### config.mk
export PLATFORM = sky130hd
export DESIGN_NAME = simple_alu_lane_top
export DESIGN_NICKNAME = d
export VERILOG_FILES = /design/src/source/alu_pkg.sv /design/src/source/simple_alu_lane_top.sv /design/src/source/exec_pipeline.sv /design/src/source/phys_regfile.sv /design/src/source/simple_alu.sv
export VERILOG_INCLUDE_DIRS = /design/src /design/src/source
export SDC_FILE = /design/constraint.sdc
export NUM_CORES = 2
export LEC_CHECK = 0
export ABC_AREA = 0
export BUFFER_PORTS_ARGS = -buffer_cell sky130_fd_sc_hd__buf_2
export CORE_UTILIZATION = 55
export CTS_CLUSTER_SIZE = 8
export DETAILED_ROUTE_END_ITERATION = 8
export PLACE_DENSITY = 0.71
export SETUP_SLACK_MARGIN = 0.15
export SYNTH_ARGS = -nofsm -noshare
export SYNTH_HDL_FRONTEND = slang
export SYNTH_SLANG_ARGS = --single-unit
### constraint.sdc
create_clock -name clk -period 12.6 [get_ports clk]
set_input_delay 0.63 -clock clk [delete_from_list [all_inputs] [get_ports clk]]
set_output_delay 0.63 -clock clk [all_outputs]
set_load 0.03 [all_outputs]
### src/source/alu_consts.svh
//////////////////////////////////////////////////////////////////////
// widths, register count and flag bit positions of the execute lane
// opcode codes for every operation the simple ALU accepts
//////////////////////////////////////////////////////////////////////

`ifndef ALU_CONSTS_SVH
`define ALU_CONSTS_SVH

`define SIZE_DATA           32      // data path width
`define SIZE_IMMEDIATE      16      // immediate field of an issued instruction
`define SIZE_OPCODE_I       6
`define EXECUTION_FLAGS     6       // flag word width

`define PHYS_REGS           32      // physical register count
`define SIZE_PHYSICAL_LOG   5       // register tag width

// register-format view of the immediate field
`define SIZE_RFMT_RD        5
`define SIZE_SHAMT          5
`define SIZE_FUNCT          6

//////////////////////////////////////////////////////////////////////
// flag word bit positions, bits 5 and 3 stay zero
//////////////////////////////////////////////////////////////////////
`define FLAG_WRITE_BIT      4       // destination is written
`define FLAG_EXECUTED_BIT   2
`define FLAG_EXCEPTION_BIT  1       // signed overflow
`define FLAG_MISPREDICT_BIT 0       // never set by this unit

//////////////////////////////////////////////////////////////////////
// opcode codes, any code not listed is illegal
//////////////////////////////////////////////////////////////////////
`define NOP                 6'h00
`define SLL                 6'h01
`define SRL                 6'h02
`define SRA                 6'h03
`define SLLV                6'h04
`define SRLV                6'h06
`define SRAV                6'h07
`define ADDI                6'h08   // sign-extended immediate
`define ADDIU               6'h09
`define SLTI                6'h0a
`define SLTIU               6'h0b   // zero-extended immediate
`define ANDI                6'h0c
`define ORI                 6'h0d
`define XORI                6'h0e
`define LUI                 6'h0f
`define ADD                 6'h20
`define ADDU                6'h21
`define SUB                 6'h22
`define SUBU                6'h23
`define AND                 6'h24
`define OR                  6'h25
`define XOR                 6'h26
`define NOR                 6'h27
`define SLT                 6'h2a
`define SLTU                6'h2b

`endif
### src/source/alu_pkg.sv
//////////////////////////////////////////////////////////////////////
// types shared by the execute lane and its testbench
// immd_t, the immediate field seen either raw or in register format
//////////////////////////////////////////////////////////////////////

`default_nettype none

`include "alu_consts.svh"

package alu_pkg;

    // register-format layout, shamt feeds the constant shifts
    typedef union packed {
        logic [`SIZE_IMMEDIATE-1:0] imm;        // raw 16-bit immediate
        struct packed {
            logic [`SIZE_RFMT_RD-1:0] rd;       // bits 15:11
            logic [`SIZE_SHAMT-1:0]   shamt;    // bits 10:6
            logic [`SIZE_FUNCT-1:0]   funct;    // bits 5:0
        } rfmt;
    } immd_t;

endpackage

`default_nettype wire

### src/source/simple_alu_lane_top.sv
//////////////////////////////////////////////////////////////////////
// simple_alu_lane_top: integer execute lane
// connects the pipeline registers, register file and ALU
//////////////////////////////////////////////////////////////////////

`timescale 1ns/1ps
`default_nettype none

`include "alu_consts.svh"

module simple_alu_lane_top (
    input  wire logic                          clk,
    input  wire logic                          rst_n_i,
    input  wire logic                          issue_valid_i,
    input  wire logic [`SIZE_OPCODE_I-1:0]     opcode_i,
    input  wire logic [`SIZE_PHYSICAL_LOG-1:0] src1_i,
    input  wire logic [`SIZE_PHYSICAL_LOG-1:0] src2_i,
    input  wire logic [`SIZE_PHYSICAL_LOG-1:0] dest_i,
    input  wire alu_pkg::immd_t                immd_i,
    output logic                               wb_valid_o,
    output logic      [`SIZE_PHYSICAL_LOG-1:0] wb_dest_o,
    output logic      [`SIZE_DATA-1:0]         wb_result_o,
    output logic      [`EXECUTION_FLAGS-1:0]   wb_flags_o
);

    logic [`SIZE_PHYSICAL_LOG-1:0] rd_tag1;
    logic [`SIZE_PHYSICAL_LOG-1:0] rd_tag2;
    logic [`SIZE_DATA-1:0]         rd_data1;
    logic [`SIZE_DATA-1:0]         rd_data2;
    logic                          wr_en;
    logic [`SIZE_DATA-1:0]         alu_data1;
    logic [`SIZE_DATA-1:0]         alu_data2;
    logic [`SIZE_OPCODE_I-1:0]     alu_opcode;
    alu_pkg::immd_t                alu_immd;
    logic [`SIZE_DATA-1:0]         alu_result;
    logic [`EXECUTION_FLAGS-1:0]   alu_flags;

    exec_pipeline pipe_i (
        .clk           (clk),
        .rst_n_i       (rst_n_i),
        .issue_valid_i (issue_valid_i),
        .opcode_i      (opcode_i),
        .src1_i        (src1_i),
        .src2_i        (src2_i),
        .dest_i        (dest_i),
        .immd_i        (immd_i),
        .rd_tag1_o     (rd_tag1),
        .rd_tag2_o     (rd_tag2),
        .rd_data1_i    (rd_data1),
        .rd_data2_i    (rd_data2),
        .wr_en_o       (wr_en),
        .alu_data1_o   (alu_data1),
        .alu_data2_o   (alu_data2),
        .alu_opcode_o  (alu_opcode),
        .alu_immd_o    (alu_immd),
        .alu_result_i  (alu_result),
        .alu_flags_i   (alu_flags),
        .wb_valid_o    (wb_valid_o),
        .wb_dest_o     (wb_dest_o),
        .wb_result_o   (wb_result_o),
        .wb_flags_o    (wb_flags_o)
    );

    // written from the writeback register
    phys_regfile regfile_i (
        .clk        (clk),
        .rst_n_i    (rst_n_i),
        .rd_tag1_i  (rd_tag1),
        .rd_tag2_i  (rd_tag2),
        .rd_data1_o (rd_data1),
        .rd_data2_o (rd_data2),
        .wr_en_i    (wr_en),
        .wr_tag_i   (wb_dest_o),
        .wr_data_i  (wb_result_o)
    );

    simple_alu alu_i (
        .data1_i  (alu_data1),
        .data2_i  (alu_data2),
        .immd_i   (alu_immd),
        .opcode_i (alu_opcode),
        .result_o (alu_result),
        .flags_o  (alu_flags)
    );

endmodule

`default_nettype wire

### src/source/exec_pipeline.sv
//////////////////////////////////////////////////////////////////////
// exec_pipeline: issue register, operand forwarding and
// writeback register wrapped around the simple ALU
//////////////////////////////////////////////////////////////////////

`timescale 1ns/1ps
`default_nettype none

`include "alu_consts.svh"

module exec_pipeline (
    input  wire logic                          clk,
    input  wire logic                          rst_n_i,
    // issue
    input  wire logic                          issue_valid_i,
    input  wire logic [`SIZE_OPCODE_I-1:0]     opcode_i,
    input  wire logic [`SIZE_PHYSICAL_LOG-1:0] src1_i,
    input  wire logic [`SIZE_PHYSICAL_LOG-1:0] src2_i,
    input  wire logic [`SIZE_PHYSICAL_LOG-1:0] dest_i,
    input  wire alu_pkg::immd_t                immd_i,
    // register file
    output logic      [`SIZE_PHYSICAL_LOG-1:0] rd_tag1_o,
    output logic      [`SIZE_PHYSICAL_LOG-1:0] rd_tag2_o,
    input  wire logic [`SIZE_DATA-1:0]         rd_data1_i,
    input  wire logic [`SIZE_DATA-1:0]         rd_data2_i,
    output logic                               wr_en_o,
    // ALU
    output logic      [`SIZE_DATA-1:0]         alu_data1_o,
    output logic      [`SIZE_DATA-1:0]         alu_data2_o,
    output logic      [`SIZE_OPCODE_I-1:0]     alu_opcode_o,
    output alu_pkg::immd_t                     alu_immd_o,
    input  wire logic [`SIZE_DATA-1:0]         alu_result_i,
    input  wire logic [`EXECUTION_FLAGS-1:0]   alu_flags_i,
    // writeback
    output logic                               wb_valid_o,
    output logic      [`SIZE_PHYSICAL_LOG-1:0] wb_dest_o,
    output logic      [`SIZE_DATA-1:0]         wb_result_o,
    output logic      [`EXECUTION_FLAGS-1:0]   wb_flags_o
);

    logic                          iss_valid;
    logic [`SIZE_PHYSICAL_LOG-1:0] iss_src1;
    logic [`SIZE_PHYSICAL_LOG-1:0] iss_src2;
    logic [`SIZE_PHYSICAL_LOG-1:0] iss_dest;
    logic                          fwd1;
    logic                          fwd2;

    //////////////////////////////////////////////////////////////////////
    // issue register
    //////////////////////////////////////////////////////////////////////
    always_ff @(posedge clk) begin
        if (!rst_n_i) begin
            iss_valid <= 1'b0;
        end else begin
            iss_valid <= issue_valid_i;
        end
    end

    always_ff @(posedge clk) begin
        alu_opcode_o <= opcode_i;
        iss_src1     <= src1_i;
        iss_src2     <= src2_i;
        iss_dest     <= dest_i;
        alu_immd_o   <= immd_i;
    end

    assign rd_tag1_o = iss_src1;
    assign rd_tag2_o = iss_src2;

    //////////////////////////////////////////////////////////////////////
    // forwarding from the writeback stage
    //////////////////////////////////////////////////////////////////////
    assign wr_en_o = wb_valid_o & wb_flags_o[`FLAG_WRITE_BIT];     // regfile write strobe

    assign fwd1 = wr_en_o && (wb_dest_o == iss_src1) && (iss_src1 != '0);
    assign fwd2 = wr_en_o && (wb_dest_o == iss_src2) && (iss_src2 != '0);

    assign alu_data1_o = fwd1 ? wb_result_o : rd_data1_i;
    assign alu_data2_o = fwd2 ? wb_result_o : rd_data2_i;

    //////////////////////////////////////////////////////////////////////
    // writeback register
    //////////////////////////////////////////////////////////////////////
    always_ff @(posedge clk) begin
        if (!rst_n_i) begin
            wb_valid_o <= 1'b0;
            wb_flags_o <= '0;
        end else begin
            wb_valid_o <= iss_valid;
            wb_flags_o <= alu_flags_i;
        end
    end

    always_ff @(posedge clk) begin
        wb_dest_o   <= iss_dest;
        wb_result_o <= alu_result_i;
    end

endmodule

`default_nettype wire

### src/source/phys_regfile.sv
//////////////////////////////////////////////////////////////////////
// phys_regfile: 32-entry physical register file
// two combinational read ports, one synchronous write port,
// tag 0 is never written and so always reads zero
//////////////////////////////////////////////////////////////////////

`timescale 1ns/1ps
`default_nettype none

`include "alu_consts.svh"

module phys_regfile (
    input  wire logic                          clk,
    input  wire logic                          rst_n_i,
    input  wire logic [`SIZE_PHYSICAL_LOG-1:0] rd_tag1_i,
    input  wire logic [`SIZE_PHYSICAL_LOG-1:0] rd_tag2_i,
    output logic      [`SIZE_DATA-1:0]         rd_data1_o,
    output logic      [`SIZE_DATA-1:0]         rd_data2_o,
    input  wire logic                          wr_en_i,
    input  wire logic [`SIZE_PHYSICAL_LOG-1:0] wr_tag_i,
    input  wire logic [`SIZE_DATA-1:0]         wr_data_i
);

    logic [`SIZE_DATA-1:0] regs [`PHYS_REGS];

    // old value is returned on a same-cycle write, forwarding covers it
    assign rd_data1_o = regs[rd_tag1_i];
    assign rd_data2_o = regs[rd_tag2_i];

    always_ff @(posedge clk) begin
        if (!rst_n_i) begin
            for (int i = 0; i < `PHYS_REGS; i++) begin
                regs[i] <= '0;
            end
        end else if (wr_en_i && (wr_tag_i != '0)) begin    // tag 0 stays zero
            regs[wr_tag_i] <= wr_data_i;
        end
    end

endmodule

`default_nettype wire

### src/source/simple_alu.sv
//////////////////////////////////////////////////////////////////////
// simple_alu: combinational integer ALU of the execute lane
// result plus execution flags for add/sub, logic, shifts,
// compares and LUI; illegal opcodes give zero result and flags
//////////////////////////////////////////////////////////////////////

`timescale 1ns/1ps
`default_nettype none

`include "alu_consts.svh"

module simple_alu (
    input  wire logic [`SIZE_DATA-1:0]       data1_i,
    input  wire logic [`SIZE_DATA-1:0]       data2_i,
    input  wire alu_pkg::immd_t              immd_i,
    input  wire logic [`SIZE_OPCODE_I-1:0]   opcode_i,
    output logic      [`SIZE_DATA-1:0]       result_o,
    output logic      [`EXECUTION_FLAGS-1:0] flags_o
);

    localparam int MSB = `SIZE_DATA - 1;
    localparam int EXT = `SIZE_DATA - `SIZE_IMMEDIATE;

    logic [`SIZE_DATA-1:0] sign_ext_immd;
    logic [`SIZE_DATA-1:0] zero_ext_immd;

    assign sign_ext_immd = {{EXT{immd_i.imm[`SIZE_IMMEDIATE-1]}}, immd_i.imm};
    assign zero_ext_immd = {{EXT{1'b0}}, immd_i.imm};

    //////////////////////////////////////////////////////////////////////
    // operation select
    //////////////////////////////////////////////////////////////////////
    always_comb begin : alu_operation
        logic legal;        // opcode is one of the kept operations
        logic writes;       // operation produces a register value
        logic ovf;          // true signed overflow

        legal    = 1'b1;
        writes   = 1'b1;
        ovf      = 1'b0;
        result_o = '0;

        case (opcode_i)
            `ADD: begin
                result_o = data1_i + data2_i;
                ovf      = (data1_i[MSB] == data2_i[MSB]) && (result_o[MSB] != data1_i[MSB]);
            end
            `ADDI: begin
                result_o = data1_i + sign_ext_immd;
                ovf      = (data1_i[MSB] == sign_ext_immd[MSB]) &&
                           (result_o[MSB] != data1_i[MSB]);
            end
            `ADDU: begin
                result_o = data1_i + data2_i;
            end
            `ADDIU: begin
                result_o = data1_i + sign_ext_immd;
            end
            `SUB: begin
                result_o = data1_i - data2_i;
                ovf      = (data1_i[MSB] != data2_i[MSB]) && (result_o[MSB] != data1_i[MSB]);
            end
            `SUBU: begin
                result_o = data1_i - data2_i;
            end
            `AND: begin
                result_o = data1_i & data2_i;
            end
            `ANDI: begin
                result_o = data1_i & zero_ext_immd;
            end
            `OR: begin
                result_o = data1_i | data2_i;
            end
            `ORI: begin
                result_o = data1_i | zero_ext_immd;
            end
            `XOR: begin
                result_o = data1_i ^ data2_i;
            end
            `XORI: begin
                result_o = data1_i ^ zero_ext_immd;
            end
            `NOR: begin
                result_o = ~(data1_i | data2_i);
            end
            // constant shifts take the amount from the shamt field
            `SLL: begin
                result_o = data1_i << immd_i.rfmt.shamt;
            end
            `SRL: begin
                result_o = data1_i >> immd_i.rfmt.shamt;
            end
            `SRA: begin
                result_o = $signed(data1_i) >>> immd_i.rfmt.shamt;
            end
            // variable shifts move data2 by the low bits of data1
            `SLLV: begin
                result_o = data2_i << data1_i[`SIZE_SHAMT-1:0];
            end
            `SRLV: begin
                result_o = data2_i >> data1_i[`SIZE_SHAMT-1:0];
            end
            `SRAV: begin
                result_o = $signed(data2_i) >>> data1_i[`SIZE_SHAMT-1:0];
            end
            `SLT: begin
                result_o = {{MSB{1'b0}}, ($signed(data1_i) < $signed(data2_i))};
            end
            `SLTI: begin
                result_o = {{MSB{1'b0}}, ($signed(data1_i) < $signed(sign_ext_immd))};
            end
            `SLTU: begin
                result_o = {{MSB{1'b0}}, (data1_i < data2_i)};
            end
            `SLTIU: begin
                result_o = {{MSB{1'b0}}, (data1_i < zero_ext_immd)};
            end
            `LUI: begin
                result_o = {immd_i.imm, {`SIZE_IMMEDIATE{1'b0}}};
            end
            `NOP: begin
                writes = 1'b0;                          // executed only
            end
            default: begin
                legal  = 1'b0;
                writes = 1'b0;
            end
        endcase

        //////////////////////////////////////////////////////////////////////
        // execution flags
        //////////////////////////////////////////////////////////////////////
        flags_o                       = '0;
        flags_o[`FLAG_EXECUTED_BIT]   = legal;
        flags_o[`FLAG_EXCEPTION_BIT]  = ovf;
        flags_o[`FLAG_WRITE_BIT]      = writes & ~ovf;  // overflow suppresses the write
        flags_o[`FLAG_MISPREDICT_BIT] = 1'b0;
    end

endmodule

`default_nettype wire

==> results by group <==
Status
  • Status: completed

Synth
  • FFs w/ async S/R, synth: 0
  • Post-synth EDFFs: 1,024
  • Largest area contributor in the netlist: edfxtp_1
  • Netlist cell types: 105
  • Synth area leaders: edfxtp_1, mux2i_1, mux4_2
  • Register area share after synthesis: 0.4370
  • Syn Std Cell Area: 73,990 µm²
  • Syn_area_per_cell: 11.22 µm²
  • Flops & latches, synth: 1,103
  • Area fraction of the dominant cell type after synthesis: 0.4156
  • Cell count after synthesis: 6,593
  • Yosys warns: 0
  • Top_reg_cell synth: edfxtp_1

Critical path
  • Worst EP required: 13.29 ns
  • CP endpoint kind: flop
  • Crit-path cells: buf_12 -> buf_4 -> mux2i_1 -> a22oi_1 -> a21oi_1 -> nor4_1 -> mux2i_4 -> buf_4 -> inv_2 -> buf_4 -> ha_1 -> o211ai_1 -> nand2_1 -> a41oi_1 -> nor4_1 -> a311oi_1 -> buf_4 -> a21oi_1 -> o311ai_0 -> o211ai_1 -> mux2i_1 -> o211ai_1 -> and2_1
  • R2R setup slack: 4.22 ns
  • Startpoint Class: flop
  • Max stage delay on crit path: 0.86 ns
  • CP bufs+invs: 6
  • Most common cell type on the critical path: buf_4
  • CP max stage cell: buf_4
  • Crit path max-delay family: compound AO/OA/AOI/OAI gates
  • Setup Crit Path Kind: flop to flop
  • CP arrival: 9.07 ns
  • Crit Path Max Fanout: 108

Global route
  • Total GRT Usage: 0.4865
  • First-pass GRT wire length: 463,500 µm
  • Gr busiest metal: met2
  • Largest net degree at the start of global routing: 127
  • Antenna violations before repair: 34
  • Met2 usage: 0.6988
  • Met3 usage: 0.1483
  • Vias in the first global route: 60,030
  • Total global routing overflow: 0
  • Met1 usage in global routing: 0.6141

Power and ir drop
  • Max IR drop VDD: 0.1267 mV
  • LEAKAGE: 31.13 nW
  • Pwr/cell area: 139.3 nW/µm²

Timing
  • Slew HR: 0.02679
  • Hold Vio Cnt, Final: 0
  • Setup Skew: 0.06239 ns
  • Total Neg Setup Slack: 0 ns
  • Final setup margin: 4.222 ns
  • RSZ-0062 raised after global routing: no
  • Maximum clock rate: 119.4 MHz
  • Setup violations, final: 0
  • Post-layout min period: 8.378 ns
  • Crit share post-route: 0.6649
  • Final Max Slew Viols: 0
  • Worst slew pin tran: 1.451 ns

CTS
  • CTS Sinks: 1,103
  • H-tree Lvls: 4
  • Clk slew on worst S/H paths: 0.05 ns
  • Post-CTS resize count: 0
  • Clock root cell: clkbuf_16
  • Clock Path Buffers: 3
  • CTS tree: built
  • Clk_lat worst skew: 0.83 ns
  • CTS buffer count: 158
  • Post-CTS Setup Bufs: 0

Run
  • Max-capacitance violation count: 0

Die
  • I/O Pins: 84
  • Die W: 368.8 µm
  • Core box area: 133,500 µm²
  • Die ar.: 136,000 µm²
  • Die height: 368.8 µm
  • Row Count: 134
  • Initial Util: 0.5544

Detailed routing
  • Drt pass-1 iters: 9
  • DRT Wirelength: 337,300 µm
  • Wirelength per Cell: 40.36 µm
  • First-iteration detailed-routing DRC count: 10,900
  • Drt drc: 0
  • Vias per cell: 7.533
  • Via Count: 62,960
  • Final ANT Viol Nets: 0

Layout
  • Most common cell after layout, fill and taps aside: edfxtp_1
  • Fraction of layout cells with a size suffix above 1: 0.1530
  • Layout Area Growth over Synthesis: 9.734%
  • Filler cells: 10,630
  • Final nets: 6,751
  • Most frequent cells in the layout: edfxtp_1, and2_1, mux2i_1

Placement
  • Port Buf Inserts: 80
  • Placer Congestion: 1.142
  • DP Worst Slack: 4.765 ns
  • Post-DP HPWL: 220,100 µm

Worst hold path
  • Hold Crit Class: input pin to flop
-- cell families after synthesis --
kind of cell | share of synthesized area
and+or+nand+nor | 0.1497
xor gates and xnor gates | 0.007576
DFF | 0.4370
adders and majority gates | 0.03108
muxes | 0.2023
other | 0.00005068
AOI/OAI and AO/OA | 0.1233
buffers and inverters | 0.04899
-- worst paths after layout --
kind / startpoint / endpoint / cells past startpoint
worst min register to register: pipe_i.iss_dest[3] / pipe_i.wb_dest_o[3] / 0
worst max register to register: pipe_i.rd_tag1_o[0] / pipe_i.wb_flags_o[1] / 23
worst max-delay path: pipe_i.rd_tag1_o[0] / pipe_i.wb_flags_o[1] / 23
worst min-delay path: issue_valid_i / pipe_i.iss_valid / 2
-- metrics by stage --
stage	area [µm²]	std cells	hold WS, ns	util	power (mW)
2_1_floorplan	74120	6627	0.3096	-	6.075
3_3_place_gp	76280	8099	0.3114	0.5715	7.196
3_5_place_dp	76280	8099	0.3136	0.5715	7.198
4_1_cts	81160	8344	0.04231	0.6081	11.14
5_1_grt	81170	8347	0.04855	0.6082	11.50
6_report	81190	8358	0.04743	0.6084	11.31
-- final cells by class --
class,instances,area (µm²),share of cell area
Tap cell,1768,2212,0.02725
Multi-Input combinational cell,4753,38790,0.4777
Clock buffer,188,4086,0.05033
Inverter,146,548.0,0.006750
Timing Repair Buffer,367,2748,0.03384
Antenna cell,13,32.53,0.0004007
Sequential cell,1103,32360,0.3985
Clock inverter,20,422.9,0.005209
-- where the power goes --
part	switching [mW]	internal (mW)	leakage (nW)
combinational	2.15	0.906	17.7
clock	1.71	2.28	2.16
sequential	0.111	4.15	11.2
-- sequential cells by signal, indices dropped and copies added (netlist names) --
signal / cells
pipe_i.rd_tag1_o: 5
pipe_i.iss_dest: 5
pipe_i.iss_valid: 1
pipe_i.alu_immd_o: 16
pipe_i.wb_valid_o: 1
pipe_i.rd_tag2_o: 5
pipe_i.alu_opcode_o: 6
pipe_i.wb_result_o: 32
pipe_i.wb_dest_o: 5
pipe_i.wb_flags_o: 3
regfile_i.regs: 1024
-- metal layers --
| metal | vias up | wire length (µm) |
|---|---|---|
| met2 | 5696 | 142000 |
| met1 | 30950 | 117200 |
| li1 | 24930 | - |
| met3 | 1368 | 47330 |
| met4 | 28 | 30500 |
| met5 | - | 303 |
-- timing repair --
| action | 4_1_cts | 5_1_grt |
|---|---|---|
| hold buffers | 37 | 0 |
| setup endpoints to repair | 0 | 0 |
| hold endpoints to repair | 37 | 0 |
-- cell usage after synthesis, types with 150 or more instances --
cell type / n
o21ai_0: 186
a22oi_1: 278
nor3_1: 197
edfxtp_1: 1024
nor2_1: 314
mux2i_1: 747
and2_1: 879
ha_1: 179
nand3_1: 150
clkbuf_1: 369
a21oi_1: 235
nand2_1: 261
mux4_2: 315
Note: power is estimated with default switching activity, not from simulation.
